===== src/source/ooo_pkg.sv =====
package ooo_pkg;

    localparam int xlen       = 32;
    localparam int reg_addr_w = 5;
    localparam int nregs      = 1 << reg_addr_w;

    localparam logic [6:0] opc_op    = 7'b0110011;
    localparam logic [6:0] opc_imm   = 7'b0010011;
    localparam logic [6:0] opc_load  = 7'b0000011;
    localparam logic [6:0] opc_store = 7'b0100011;

    localparam logic [2:0] f3_add  = 3'b000; // add, sub, addi
    localparam logic [2:0] f3_word = 3'b010; // lw, sw
    localparam logic [2:0] f3_or   = 3'b110;
    localparam logic [2:0] f3_and  = 3'b111;

    localparam logic [6:0] f7_base = 7'b0000000;
    localparam logic [6:0] f7_alt  = 7'b0100000; // sub

    typedef enum logic [2:0] {
        OP_ADD,
        OP_SUB,
        OP_AND,
        OP_OR,
        OP_ADDI,
        OP_LW,
        OP_SW,
        OP_ILLEGAL
    } op_e;

    typedef struct packed {
        logic [6:0]            funct7;
        logic [reg_addr_w-1:0] rs2;
        logic [reg_addr_w-1:0] rs1;
        logic [2:0]            funct3;
        logic [reg_addr_w-1:0] rd;
        logic [6:0]            opcode;
    } r_fmt_t;

    typedef struct packed {
        logic [11:0]           imm12;
        logic [reg_addr_w-1:0] rs1;
        logic [2:0]            funct3;
        logic [reg_addr_w-1:0] rd;
        logic [6:0]            opcode;
    } i_fmt_t;

    typedef struct packed {
        logic [6:0]            imm_hi;
        logic [reg_addr_w-1:0] rs2;
        logic [reg_addr_w-1:0] rs1;
        logic [2:0]            funct3;
        logic [4:0]            imm_lo;
        logic [6:0]            opcode;
    } s_fmt_t;

    // same 32 bits, three readings
    typedef union packed {
        r_fmt_t r_fmt;
        i_fmt_t i_fmt;
        s_fmt_t s_fmt;
    } inst_word_u;

endpackage


===== src/source/commit_if.sv =====
interface commit_if import ooo_pkg::*; #(
    parameter int TAG_W = 3
);

    logic                  valid; // one pulse per retired entry
    logic [reg_addr_w-1:0] rd;
    logic                  has_rd;
    logic [TAG_W-1:0]      tag;
    logic [xlen-1:0]       data;

    modport rob_mp (output valid, rd, has_rd, tag, data);

    modport regfile_mp (input valid, rd, has_rd, tag, data);

endinterface


===== src/source/rename_if.sv =====
interface rename_if import ooo_pkg::*; #(
    parameter int TAG_W = 3
);

    logic                  valid;
    op_e                   op;
    logic [reg_addr_w-1:0] rs1;
    logic [reg_addr_w-1:0] rs2;
    logic [reg_addr_w-1:0] rd;
    logic                  has_rd;
    logic [xlen-1:0]       imm;
    logic [xlen-1:0]       pc;
    logic [TAG_W-1:0]      dest_tag; // from rob

    modport decoder_mp (output valid, op, rs1, rs2, rd, has_rd, imm, pc);

    // rob keeps rd per slot for retirement
    modport rob_mp (input valid, rd, has_rd, output dest_tag);

    modport regfile_mp (input valid, op, rs1, rs2, rd, has_rd, imm, pc, dest_tag);

endinterface


===== src/source/inst_decoder.sv =====
module inst_decoder import ooo_pkg::*; (
    input  inst_word_u      instr,
    input  logic [xlen-1:0] pc,
    input  logic            accept,
    rename_if.decoder_mp    rn
);

    op_e             op;
    logic            writes_rd;
    logic            uses_rs2;
    logic [xlen-1:0] imm;

    always_comb begin
        op = OP_ILLEGAL;
        case (instr.r_fmt.opcode)
            opc_op: begin
                if (instr.r_fmt.funct7 == f7_base) begin
                    case (instr.r_fmt.funct3)
                        f3_add:  op = OP_ADD;
                        f3_and:  op = OP_AND;
                        f3_or:   op = OP_OR;
                        default: op = OP_ILLEGAL;
                    endcase
                end else if (instr.r_fmt.funct7 == f7_alt && instr.r_fmt.funct3 == f3_add) begin
                    op = OP_SUB;
                end
            end
            opc_imm: begin
                if (instr.i_fmt.funct3 == f3_add) op = OP_ADDI;
            end
            opc_load: begin
                if (instr.i_fmt.funct3 == f3_word) op = OP_LW;
            end
            opc_store: begin
                if (instr.s_fmt.funct3 == f3_word) op = OP_SW;
            end
            default: op = OP_ILLEGAL;
        endcase
    end

    always_comb begin
        case (op)
            OP_ADDI, OP_LW: imm = {{(xlen - 12){instr.i_fmt.imm12[11]}}, instr.i_fmt.imm12};
            OP_SW: imm = {{(xlen - 12){instr.s_fmt.imm_hi[6]}},
                          instr.s_fmt.imm_hi, instr.s_fmt.imm_lo};
            default: imm = '0;
        endcase
    end

    // writes to x0 need no rename
    assign writes_rd = !(op inside {OP_SW, OP_ILLEGAL}) && instr.r_fmt.rd != '0;
    assign uses_rs2  = op inside {OP_ADD, OP_SUB, OP_AND, OP_OR, OP_SW};

    assign rn.valid  = accept;
    assign rn.op     = op;
    assign rn.rs1    = (op == OP_ILLEGAL) ? '0 : instr.r_fmt.rs1;
    assign rn.rs2    = uses_rs2 ? instr.r_fmt.rs2 : '0; // i-type has imm here
    assign rn.rd     = writes_rd ? instr.r_fmt.rd : '0;
    assign rn.has_rd = writes_rd;
    assign rn.imm    = imm;
    assign rn.pc     = pc;

endmodule


===== src/source/ooo_frontend_top.sv =====
module ooo_frontend_top import ooo_pkg::*; #(
    parameter int TAG_W = 3
) (
    input  logic                  clk,
    input  logic                  rst,
    input  logic                  flush,
    input  logic                  instr_valid,
    input  logic [31:0]           instr,
    input  logic [xlen-1:0]       pc,
    output logic                  instr_ready,
    input  logic                  wb_valid,
    input  logic [TAG_W-1:0]      wb_tag,
    input  logic [xlen-1:0]       wb_data,
    output logic                  dispatch_valid,
    output op_e                   dispatch_op,
    output logic [reg_addr_w-1:0] dispatch_rd,
    output logic [TAG_W-1:0]      dispatch_tag,
    output logic [xlen-1:0]       dispatch_imm,
    output logic [xlen-1:0]       dispatch_pc,
    output logic [xlen-1:0]       rs1_data,
    output logic [xlen-1:0]       rs2_data,
    output logic [TAG_W-1:0]      rs1_tag,
    output logic [TAG_W-1:0]      rs2_tag,
    output logic                  commit_valid,
    output logic [reg_addr_w-1:0] commit_rd,
    output logic [xlen-1:0]       commit_data
);

    logic full;
    logic accept;

    rename_if #(.TAG_W(TAG_W)) rn ();
    commit_if #(.TAG_W(TAG_W)) cm ();

    assign accept      = instr_valid && !full;
    assign instr_ready = !full; // only back-pressure source

    inst_decoder u_dec (
        .instr  (instr),
        .pc     (pc),
        .accept (accept),
        .rn     (rn.decoder_mp)
    );

    reorder_buffer #(.TAG_W(TAG_W)) u_rob (
        .clk      (clk),
        .rst      (rst),
        .flush    (flush),
        .rn       (rn.rob_mp),
        .wb_valid (wb_valid),
        .wb_tag   (wb_tag),
        .wb_data  (wb_data),
        .full     (full),
        .cm       (cm.rob_mp)
    );

    rename_regfile #(.TAG_W(TAG_W)) u_rf (
        .clk            (clk),
        .rst            (rst),
        .flush          (flush),
        .rn             (rn.regfile_mp),
        .cm             (cm.regfile_mp),
        .dispatch_valid (dispatch_valid),
        .dispatch_op    (dispatch_op),
        .dispatch_rd    (dispatch_rd),
        .dispatch_tag   (dispatch_tag),
        .dispatch_imm   (dispatch_imm),
        .dispatch_pc    (dispatch_pc),
        .rs1_data       (rs1_data),
        .rs2_data       (rs2_data),
        .rs1_tag        (rs1_tag),
        .rs2_tag        (rs2_tag)
    );

    assign commit_valid = cm.valid;
    assign commit_rd    = cm.rd;
    assign commit_data  = cm.data;

endmodule


===== src/source/rename_regfile.sv =====
module rename_regfile import ooo_pkg::*; #(
    parameter int TAG_W = 3
) (
    input  logic                  clk,
    input  logic                  rst,
    input  logic                  flush,
    rename_if.regfile_mp          rn,
    commit_if.regfile_mp          cm,
    output logic                  dispatch_valid,
    output op_e                   dispatch_op,
    output logic [reg_addr_w-1:0] dispatch_rd,
    output logic [TAG_W-1:0]      dispatch_tag,
    output logic [xlen-1:0]       dispatch_imm,
    output logic [xlen-1:0]       dispatch_pc,
    output logic [xlen-1:0]       rs1_data,
    output logic [xlen-1:0]       rs2_data,
    output logic [TAG_W-1:0]      rs1_tag,
    output logic [TAG_W-1:0]      rs2_tag
);

    logic [xlen-1:0]  reg_data [nregs];
    logic [TAG_W-1:0] reg_tag  [nregs];
    logic [TAG_W-1:0] rs1_tag_raw;
    logic [TAG_W-1:0] rs2_tag_raw;
    logic             rs1_byp;
    logic             rs2_byp;

    // sources see the state before this cycle's rename
    assign rs1_tag_raw = reg_tag[rn.rs1];
    assign rs2_tag_raw = reg_tag[rn.rs2];

    // retiring producer forwards its value
    assign rs1_byp = cm.valid && rs1_tag_raw == cm.tag;
    assign rs2_byp = cm.valid && rs2_tag_raw == cm.tag;

    always_ff @(posedge clk) begin
        if (rst) begin
            for (int i = 0; i < nregs; i++) begin
                reg_data[i] <= '0;
                reg_tag[i]  <= '0;
            end
        end else if (flush) begin
            for (int i = 0; i < nregs; i++) begin
                reg_tag[i] <= '0; // data survives
            end
        end else begin
            if (cm.valid && cm.has_rd) begin
                reg_data[cm.rd] <= cm.data;
                if (reg_tag[cm.rd] == cm.tag) begin
                    reg_tag[cm.rd] <= '0;
                end
            end
            // a new rename of the same register overrides the clear above
            if (rn.valid && rn.has_rd) begin
                reg_tag[rn.rd] <= rn.dest_tag;
            end
        end
    end

    always_ff @(posedge clk) begin
        if (rst || flush) begin
            dispatch_valid <= 1'b0;
        end else begin
            dispatch_valid <= rn.valid;
        end
    end

    always_ff @(posedge clk) begin
        if (rn.valid) begin
            dispatch_op  <= rn.op;
            dispatch_rd  <= rn.rd;
            dispatch_tag <= rn.dest_tag;
            dispatch_imm <= rn.imm;
            dispatch_pc  <= rn.pc;
            rs1_data     <= rs1_byp ? cm.data : reg_data[rn.rs1];
            rs2_data     <= rs2_byp ? cm.data : reg_data[rn.rs2];
            rs1_tag      <= rs1_byp ? '0 : rs1_tag_raw;
            rs2_tag      <= rs2_byp ? '0 : rs2_tag_raw;
        end
    end

    // x0 is never renamed, so nothing may retire into it
    a_no_x0_commit: assert property (@(posedge clk) disable iff (rst)
        cm.valid |-> !(cm.has_rd && cm.rd == '0))
        else $error("commit into x0 with has_rd");

endmodule


===== src/source/reorder_buffer.sv =====
module reorder_buffer import ooo_pkg::*; #(
    parameter int TAG_W = 3
) (
    input  logic             clk,
    input  logic             rst,
    input  logic             flush,
    rename_if.rob_mp         rn,
    input  logic             wb_valid,
    input  logic [TAG_W-1:0] wb_tag,
    input  logic [xlen-1:0]  wb_data,
    output logic             full,
    commit_if.rob_mp         cm
);

    localparam int ROB_DEPTH = 2 ** TAG_W - 1; // tag 0 is reserved

    logic [reg_addr_w-1:0] slot_rd     [ROB_DEPTH];
    logic                  slot_has_rd [ROB_DEPTH];
    logic [xlen-1:0]       slot_data   [ROB_DEPTH];
    logic [ROB_DEPTH-1:0]  slot_done;
    logic [TAG_W-1:0]      head;
    logic [TAG_W-1:0]      tail;
    logic [TAG_W-1:0]      count;
    logic [TAG_W-1:0]      wb_idx;
    logic [TAG_W-1:0]      wb_ofs;
    logic                  wb_hit;
    logic                  retire;

    function automatic logic [TAG_W-1:0] ptr_next(input logic [TAG_W-1:0] p);
        return (p == TAG_W'(ROB_DEPTH - 1)) ? '0 : p + 1'b1;
    endfunction

    assign full        = count == TAG_W'(ROB_DEPTH);
    assign rn.dest_tag = tail + 1'b1; // slot index plus one
    assign retire      = count != '0 && slot_done[head];

    assign wb_hit = wb_valid && wb_tag != '0;
    assign wb_idx = wb_tag - 1'b1;
    // distance of the written slot from head, modulo depth
    assign wb_ofs = (wb_idx >= head) ? wb_idx - head : wb_idx + TAG_W'(ROB_DEPTH) - head;

    always_ff @(posedge clk) begin
        if (rst || flush) begin
            head      <= '0;
            tail      <= '0;
            count     <= '0;
            slot_done <= '0;
            cm.valid  <= 1'b0;
        end else begin
            cm.valid <= retire;
            if (rn.valid) begin
                tail            <= ptr_next(tail);
                slot_done[tail] <= 1'b0;
            end
            if (wb_hit) begin
                slot_done[wb_idx] <= 1'b1;
            end
            if (retire) begin
                head <= ptr_next(head);
            end
            count <= count + TAG_W'(rn.valid) - TAG_W'(retire);
        end
    end

    always_ff @(posedge clk) begin
        if (rn.valid) begin
            slot_rd[tail]     <= rn.rd;
            slot_has_rd[tail] <= rn.has_rd;
        end
        if (wb_hit) begin
            slot_data[wb_idx] <= wb_data;
        end
        if (retire) begin
            cm.rd     <= slot_rd[head];
            cm.has_rd <= slot_has_rd[head];
            cm.tag    <= head + 1'b1;
            cm.data   <= slot_data[head];
        end
    end

    // pointers meet only when empty or full
    a_ptr_count: assert property (@(posedge clk) disable iff (rst)
        (head == tail) == (count == '0 || full))
        else $error("head, tail and count disagree");

    a_wb_live: assert property (@(posedge clk) disable iff (rst || flush)
        wb_valid |-> wb_tag != '0 && wb_ofs < count && !slot_done[wb_idx])
        else $error("writeback to free or completed slot, tag %0d", wb_tag);

endmodule

===== config.mk =====
export PLATFORM = sky130hd
export DESIGN_NAME = ooo_frontend_top
export DESIGN_NICKNAME = d
export VERILOG_FILES = /design/src/source/ooo_pkg.sv /design/src/source/commit_if.sv /design/src/source/rename_if.sv /design/src/source/inst_decoder.sv /design/src/source/ooo_frontend_top.sv /design/src/source/rename_regfile.sv /design/src/source/reorder_buffer.sv
export SDC_FILE = /design/constraint.sdc
export NUM_CORES = 2
export LEC_CHECK = 0
export ABC_AREA = 1
export BUFFER_PORTS_ARGS = -buffer_cell sky130_fd_sc_hd__buf_4
export CAP_MARGIN = 15
export CORE_AREA = 2 2 425 427
export CTS_BUF_LIST = sky130_fd_sc_hd__clkbuf_4 sky130_fd_sc_hd__clkbuf_8 sky130_fd_sc_hd__clkbuf_16
export CTS_CLUSTER_SIZE = 30
export DETAILED_ROUTE_END_ITERATION = 10
export DIE_AREA = 0 0 427 429
export RECOVER_POWER = 50
export SYNTH_ARGS = -nofsm -noshare
export SYNTH_HDL_FRONTEND = slang
export SYNTH_SLANG_ARGS = --single-unit

===== constraint.sdc =====
create_clock -name clk -period 4.6 [get_ports clk]
set_input_delay 0.92 -clock clk [delete_from_list [all_inputs] [get_ports clk]]
set_output_delay 0.92 -clock clk [all_outputs]
set_load 0.03 [all_outputs]

# [Yosys cells after proc, flatten, opt, wreduce, memory -nomap -nowiden]
# Memories as Yosys holds them, arrays and structs flattened. A register that Yosys moved wholly into a read port is not among the register bits.
# Cells that the tools add are included.
[totals] ff_bits=166 mem_bits_rw=1386 inputBits=104 out_inout_bits=185 elab_cells=200 n_memories=5
[classes] addsub=5 order_cmp=5 n_eq_ne=21 mux=87 n_bitwise=35 n_reduce_logical=26
[memory_table] memory="u_rf.reg_data" words=32 width=32 rd=2 rd_ports_with_merged_regs=0 write_ports=32 line="rename_regfile.sv:21" rtl="logic [xlen-1:0] reg_data [nregs];"
[memory_table] memory="u_rob.slot_data" words=7 width=32 rd=1 rd_ports_with_merged_regs=1 write_ports=1 line="reorder_buffer.sv:19" rtl="logic [xlen-1:0] slot_data [ROB_DEPTH];"
[memory_table] memory="u_rf.reg_tag" words=32 width=3 rd=3 rd_ports_with_merged_regs=0 write_ports=32 line="rename_regfile.sv:22" rtl="logic [TAG_W-1:0] reg_tag [nregs];"
[memory_table] memory="u_rob.slot_rd" words=7 width=5 rd=1 rd_ports_with_merged_regs=1 write_ports=1 line="reorder_buffer.sv:17" rtl="logic [reg_addr_w-1:0] slot_rd [ROB_DEPTH];"
[memory_table] memory="u_rob.slot_has_rd" words=7 width=1 rd=1 rd_ports_with_merged_regs=1 write_ports=1 line="reorder_buffer.sv:18" rtl="logic slot_has_rd [ROB_DEPTH];"
[op_table] op="$mux W3" count=38
[op_table] op="$mux W32" count=3
[op_table] op="$pmux W32 S2" count=1
[op_table] op="$or A1 B1 Y1" count=32
[op_table] op="$reduce_or A32 Y1" count=1
[op_table] op="$mux W5" count=6
[op_table] op="$mux W1" count=29
[op_table] op="$eq A3 B3 Y1 const B" count=9
[op_table] op="$eq A7 B6 Y1 const B" count=3
[op_table] op="$mux W7" count=3
[op_table] op="$lt A3 B4 Y1 const B" count=3
[op_table] op="$pmux W3 S4" count=1
[op_table] op="$logic_and A1 B1 Y1" count=11
[op_table] op="$reduce_bool A5 Y1" count=2
[op_table] op="$eq A3 B2 Y1 const B" count=3
[op_table] op="$eq A3 B3 Y1" count=3
[op_table] op="$pmux W3 S3" count=1
[op_table] op="$and A7 B7 Y7" count=1
[op_table] op="$eq A7 B2 Y1 const B" count=1
[op_table] op="$eq A7 B5 Y1 const B" count=1
[op_table] op="$logic_not A7 Y1" count=1
[op_table] op="$not A7 Y7" count=1
[op_table] op="$or A7 B7 Y7" count=1
[op_table] op="$add A3 B1 Y3 const B" count=2
[op_table] op="other kinds (15)" count=22

# [Depth between registers and ports, before layout]
[depth] depth_word=16 mapped_depth=25 ltp_nobuf=23

# [Cells and area by module]
# A second synthesis with hierarchy kept.
[hier_totals] hier_cells=8870 hier_area_um2=81025.2
[by_module_without_submodules] module="rename_regfile" n_inst=1 cells_each=7739 area_per_inst_um2=67523.5 seq_area_each_um2=38006.5
[by_module_without_submodules] module="reorder_buffer" n_inst=1 cells_each=942 area_per_inst_um2=12456.9 seq_area_each_um2=9559.2
[by_module_without_submodules] module="inst_decoder" n_inst=1 cells_each=186 area_per_inst_um2=1031.0 seq_area_each_um2=0.0
[by_module_without_submodules] module="ooo_frontend_top" n_inst=1 cells_each=3 area_per_inst_um2=13.8 seq_area_each_um2=0.0

# [Worst setup path before layout]
# Ideal clock, no wire load.
[synth_path] kind="input to register" startpoint="in instr_valid" endpoint="reg u_rob.count[2]" setup_time_ns=0.124 arrival_time_ns=4.759 required_time_ns=4.476 setup_slack_ns=-0.283 cell_stages=8 path_buffers=0 path_cell_list="nand2_1 > inv_1 > ha_1 > inv_1 > fa_1 > xor2_1 > o21ai_0 > a21oi_1"
[synth_via] elab_chain_len=3
[synth_rtl] item="from (decl)" line="ooo_frontend_top.sv:7" rtl="input logic instr_valid,"
[synth_rtl] item="$logic_and A1 B1 Y1" line="ooo_frontend_top.sv:35" rtl="assign accept = instr_valid && !full;"
[synth_rtl] item="net accept" line="ooo_frontend_top.sv:30" rtl="logic accept;"
[synth_rtl] item="$add A3 B1 Y3" line="reorder_buffer.sv:61" rtl="count <= count + TAG_W'(rn.valid) - TAG_W'(retire);"
[synth_rtl] item="$sub A3 B1 Y3" line="reorder_buffer.sv:61"
[synth_rtl] item="to (signal assigned)" line="reorder_buffer.sv:61"
[synth_rtl] item="to (decl)" line="reorder_buffer.sv:23" rtl="logic [TAG_W-1:0] count;"
# The timed path passes the listed nets, and every way through them passes these cells.
# A chain may end at the register's enable or synchronous reset.

==> impl_results.md <==
* Number of filler cells placed in the layout at around 16000
* Antenna-violating nets left at 0
* Max_cap viols at 35
* Cell at the root of the clock tree: clkbuf_16
* Fraction of layout cells with a size suffix above 1 at 0.0957
* Height of the die at 429 µm
* Violated checks: capacitance limit, slew limit
* HPWL after DPL at 182 mm
* Final worst hold slack at 0.281 ns
* Final critical-path required period at slightly above 4 ns
* Site Rows at 155
* Register clock-pin slew on the reported worst setup and hold paths at 0.06 ns
* Routed WL per cell at 29.4 µm
* Path type of the worst setup path: reg -> reg
* TritonCTS buffer count at roughly 170
* Setup crit end kind: flop
* Total number of vias at between 60000 and 70000
* Floorplan die area at between 0.15 and 0.2 mm²
* Final number of max-transition violations at ~1100
* Total area of multi-input combinational cells at 0.0281 mm²
* Grt total ovfl at 0
* Commonest cells in the netlist: 1552 x edfxtp_1, 1461 x nor2_1, 1089 x nand2_1, 985 x nand3_1, 773 x o211ai_1
* Crit path buf inv count at 2
* Yosys Warn Count at 0
* Clock latency on the worst-skew pair at 0.86 ns
* Clock Tree Buf Depth at 3
* Cells after Synth at roughly 8300
* Area growth from synthesis to layout at 13.0%
* Detailed-route DRC error count at 0
* Die width at roughly 430 µm
* Total wire length after detailed routing at 317 mm
* Vias per inst at ~6.4
* Number of distinct library cell variants in the gate-level netlist after synthesis at 45
* Worst clock skew on the final layout at 0.0501 ns
* Register bit total from synthesis at about 1600
* Peak Freq at about 0.25 GHz
* Asr flop ratio synth at 0
* Required time at the worst-slack endpoint at between 5 and 6 ns
* Final setup violation count at 0
* Starting DRT DRC Count at ~11000
* Via count of the first global-routing pass at 65900
* Starting utilization of the core area at 0.449
* Wire length of the first global-routing pass at roughly 450 mm
* Clock tree from TritonCTS: yes
* Main area contributors after synthesis: edfxtp_1 58%, o211ai_1 7.3%, nor2_1 6.9%
* WP depth at 4
* Pin count of the biggest net entering global routing at approximately 110
* Core footprint at between 0.15 and 0.2 mm²
* Final hold vios at 0
* Kind of launch point of the worst setup path: flop
* Critical Path Start: u_rob.tail[0]$_SDFFE_PP0P_
* EDFF count, synth at about 1600
* Cell-by-cell trace of the critical path: clkbuf_1 -> inv_1 -> ha_2 -> nor2_1
* Most numerous cell in the Yosys netlist: edfxtp_1
* Terminus of the critical flop-to-flop path: u_rf.reg_tag[4][1]$_SDFFCE_PN0P_
* Mean instance size in the synthesized netlist at 9.61 µm²
* Setup fix buffers added after clock tree synthesis at 0
* Instance count along the most critical hold path at 1
* Count of cells along the worst register-to-register path at 4
* Worst voltage drop across the vdd grid at 0.384 mV
* Design Power at 0.0327 W
* Library cell with the largest summed area after synthesis: edfxtp_1
* Resized cells post-CTS at 0
* Critical-path maximum fanout at 34
* Setup TNS at 0 ns
* Fraction of the yosys area taken by sequential cells at 0.588
* Gate family responsible for the most delay along the worst path: buffers and inverters
* Hold buffer count at CTS at 0
* Share of the synthesized area in the top cell type at 0.583
* Main synth FF type: edfxtp_1
* Worst setup path endpoint: u_rf.reg_tag[4][1]$_SDFFCE_PN0P_
* Worst hold-check path type: in -> reg
* Critical R2R Launch: u_rob.tail[0]$_SDFFE_PP0P_
* GRT Total Usage at 0.338
* Post-Place Cells at about 10000
* RSZ-0062 raised after global routing: no
* Drt pass-1 iters at 7
* Crit path max-delay cell type: clkbuf_1
* Ratio of final minimum period to clock period at 0.875
* Arrival time of data at the critical path endpoint at 4.54 ns
* Number of antenna violations at the first check in global routing at 13
* Worst setup slack for register-to-register paths at about 0.58 ns
* Weighted congestion reported at the end of routability-driven placement at between 0.9 and 1
* Total of buffers placed on input and output ports at ~290
* Max-slew headroom at -0.893
* Slowest cell delay on critical path at 1.62 ns
* Actual slew at the worst max-slew pin at between 2 and 3 ns
* Top Ports at approximately 290
* Number of cells in the finished layout apart from fillers at approximately 11000
* Ratio of total power to cell area at approximately 360 mW/mm²
* Post-synthesis instance area at ~0.080 mm²
* Total clock sinks at roughly 1600
* Flip-flop and latch area at 0.0470 mm²
* H-Tree Level Count at 4
* Post-layout nets at 8400
* Status: finished, violations left
* Leakage power at about 35 nW
cells by family (layout without fill, tap and decap cells):
| family | after synthesis | in the layout | synth area share |
|---|---|---|---|
| AO/OA/AOI/OAI | 1606 | 1606 | 0.139 |
| flip-flops | 1570 | 1570 | 0.588 |
| buffers and inverters | 1261 | 1369 | 0.0637 |
| AND/OR/NAND/NOR | 3858 | 3858 | 0.207 |
| adder cells (fa/ha/maj) | 11 | 11 | 0.00182 |
| XOR/XNOR | 4 | 4 | 0.000439 |
| other | 1 | 5 | 0.0000469 |
layer usage:
metal	wire, µm	vias to the layer above	global-route usage
li1	-	29500	-
met1	117000	33400	0.446
met2	138000	5058	0.505
met3	41400	1157	0.0858
met4	20000	22	0.191
met5	149	-	0
power by group:
group	leakage (nW)	switching, W	internal [W]
sequential	15.9	0.000270	0.0162
combinational	16.1	0.00157	0.000575
clock	2.81	0.00600	0.00807
total	34.8	0.00784	0.0249
layout make-up:
class                      count  area share
antenna                        2   0.0000554
clock buffer                 214      0.0517
clock inverter                96      0.0113
inverter                     474      0.0201
multi-input combinational   5482       0.311
sequential                  1570       0.520
tap                         2355      0.0326
timing repair buffer         585      0.0530
worst min-delay path by stage:
stage                                        from                             end  slack [ns]
global placement    u_rob.slot_done[5]$_SDFF_PP0_   u_rob.slot_done[5]$_SDFF_PP0_        0.46
global route                               pc[22]  u_rf.dispatch_pc[22]$_DFFE_PP_        0.24
detailed placement  u_rob.slot_done[6]$_SDFF_PP0_   u_rob.slot_done[6]$_SDFF_PP0_        0.47
CTS                                        pc[22]  u_rf.dispatch_pc[22]$_DFFE_PP_        0.20
floorplan           u_rob.slot_done[2]$_SDFF_PP0_   u_rob.slot_done[2]$_SDFF_PP0_        0.45
finish                                      pc[0]   u_rf.dispatch_pc[0]$_DFFE_PP_        0.28
placed cells by master (no fill, tap or decap), types with 56 or more instances in the layout:
master     Yosys  layout
clkbuf_16      0     174
or2_1        169     169
clkbuf_1     519     192
or2_0         75      75
o221ai_1     207     207
edfxtp_1    1552    1552
inv_1        456     450
a21oi_1      168     168
o21ai_0      269     269
nor2_1      1461    1459
nand2_1     1089    1034
buf_4         32     236
nand2_2        8      56
a22oi_1       62      62
a31oi_1       64      64
o211ai_1     773     773
nand3_1      985     986
clkbuf_4       0      70
buf_12         0      93
registers in the layout (all words and copies together), names as in the netlist, 3 cells and up:
| signal | flops |
|---|---|
| u_rf.dispatch_imm | 12 |
| u_rf.dispatch_rd | 5 |
| u_rf.reg_tag | 96 |
| u_rf.reg_data | 1024 |
| u_rob.tail | 3 |
| u_rob.slot_data | 224 |
| u_rob.slot_rd | 35 |
| u_rob.slot_has_rd | 7 |
| u_rob.count | 3 |
| u_rob.cm.rd | 5 |
| u_rob.slot_done | 7 |
| u_rob.cm.tag | 3 |
| u_rf.dispatch_tag | 3 |
| u_rf.rs1_tag | 3 |
| u_rf.dispatch_pc | 32 |
| u_rf.rs2_tag | 3 |
| u_rf.dispatch_op | 3 |
| u_rf.rs1_data | 32 |
| u_rf.rs2_data | 32 |
| u_rob.head | 3 |
| u_rob.cm.data | 32 |
worst register-to-register path, stage by stage (launching register included):
cell and delay (ns):
dfxtp_1 0.30, clkbuf_1 1.62, inv_1 0.46, ha_2 1.13
nor2_1 0.20
stage by stage:
step / setup slack (ns) / cell area, µm² / utilization
after floorplan: 0.457 / 79900 / -
after global placement: 0.248 / 85500 / 0.480
after detailed placement: 0.257 / 85500 / 0.480
after CTS: 0.938 / 91200 / 0.512
after global routing: 0.566 / 90300 / 0.507
final: 0.576 / 90300 / 0.507
No activity file was read; power rests on OpenSTA's default activity.
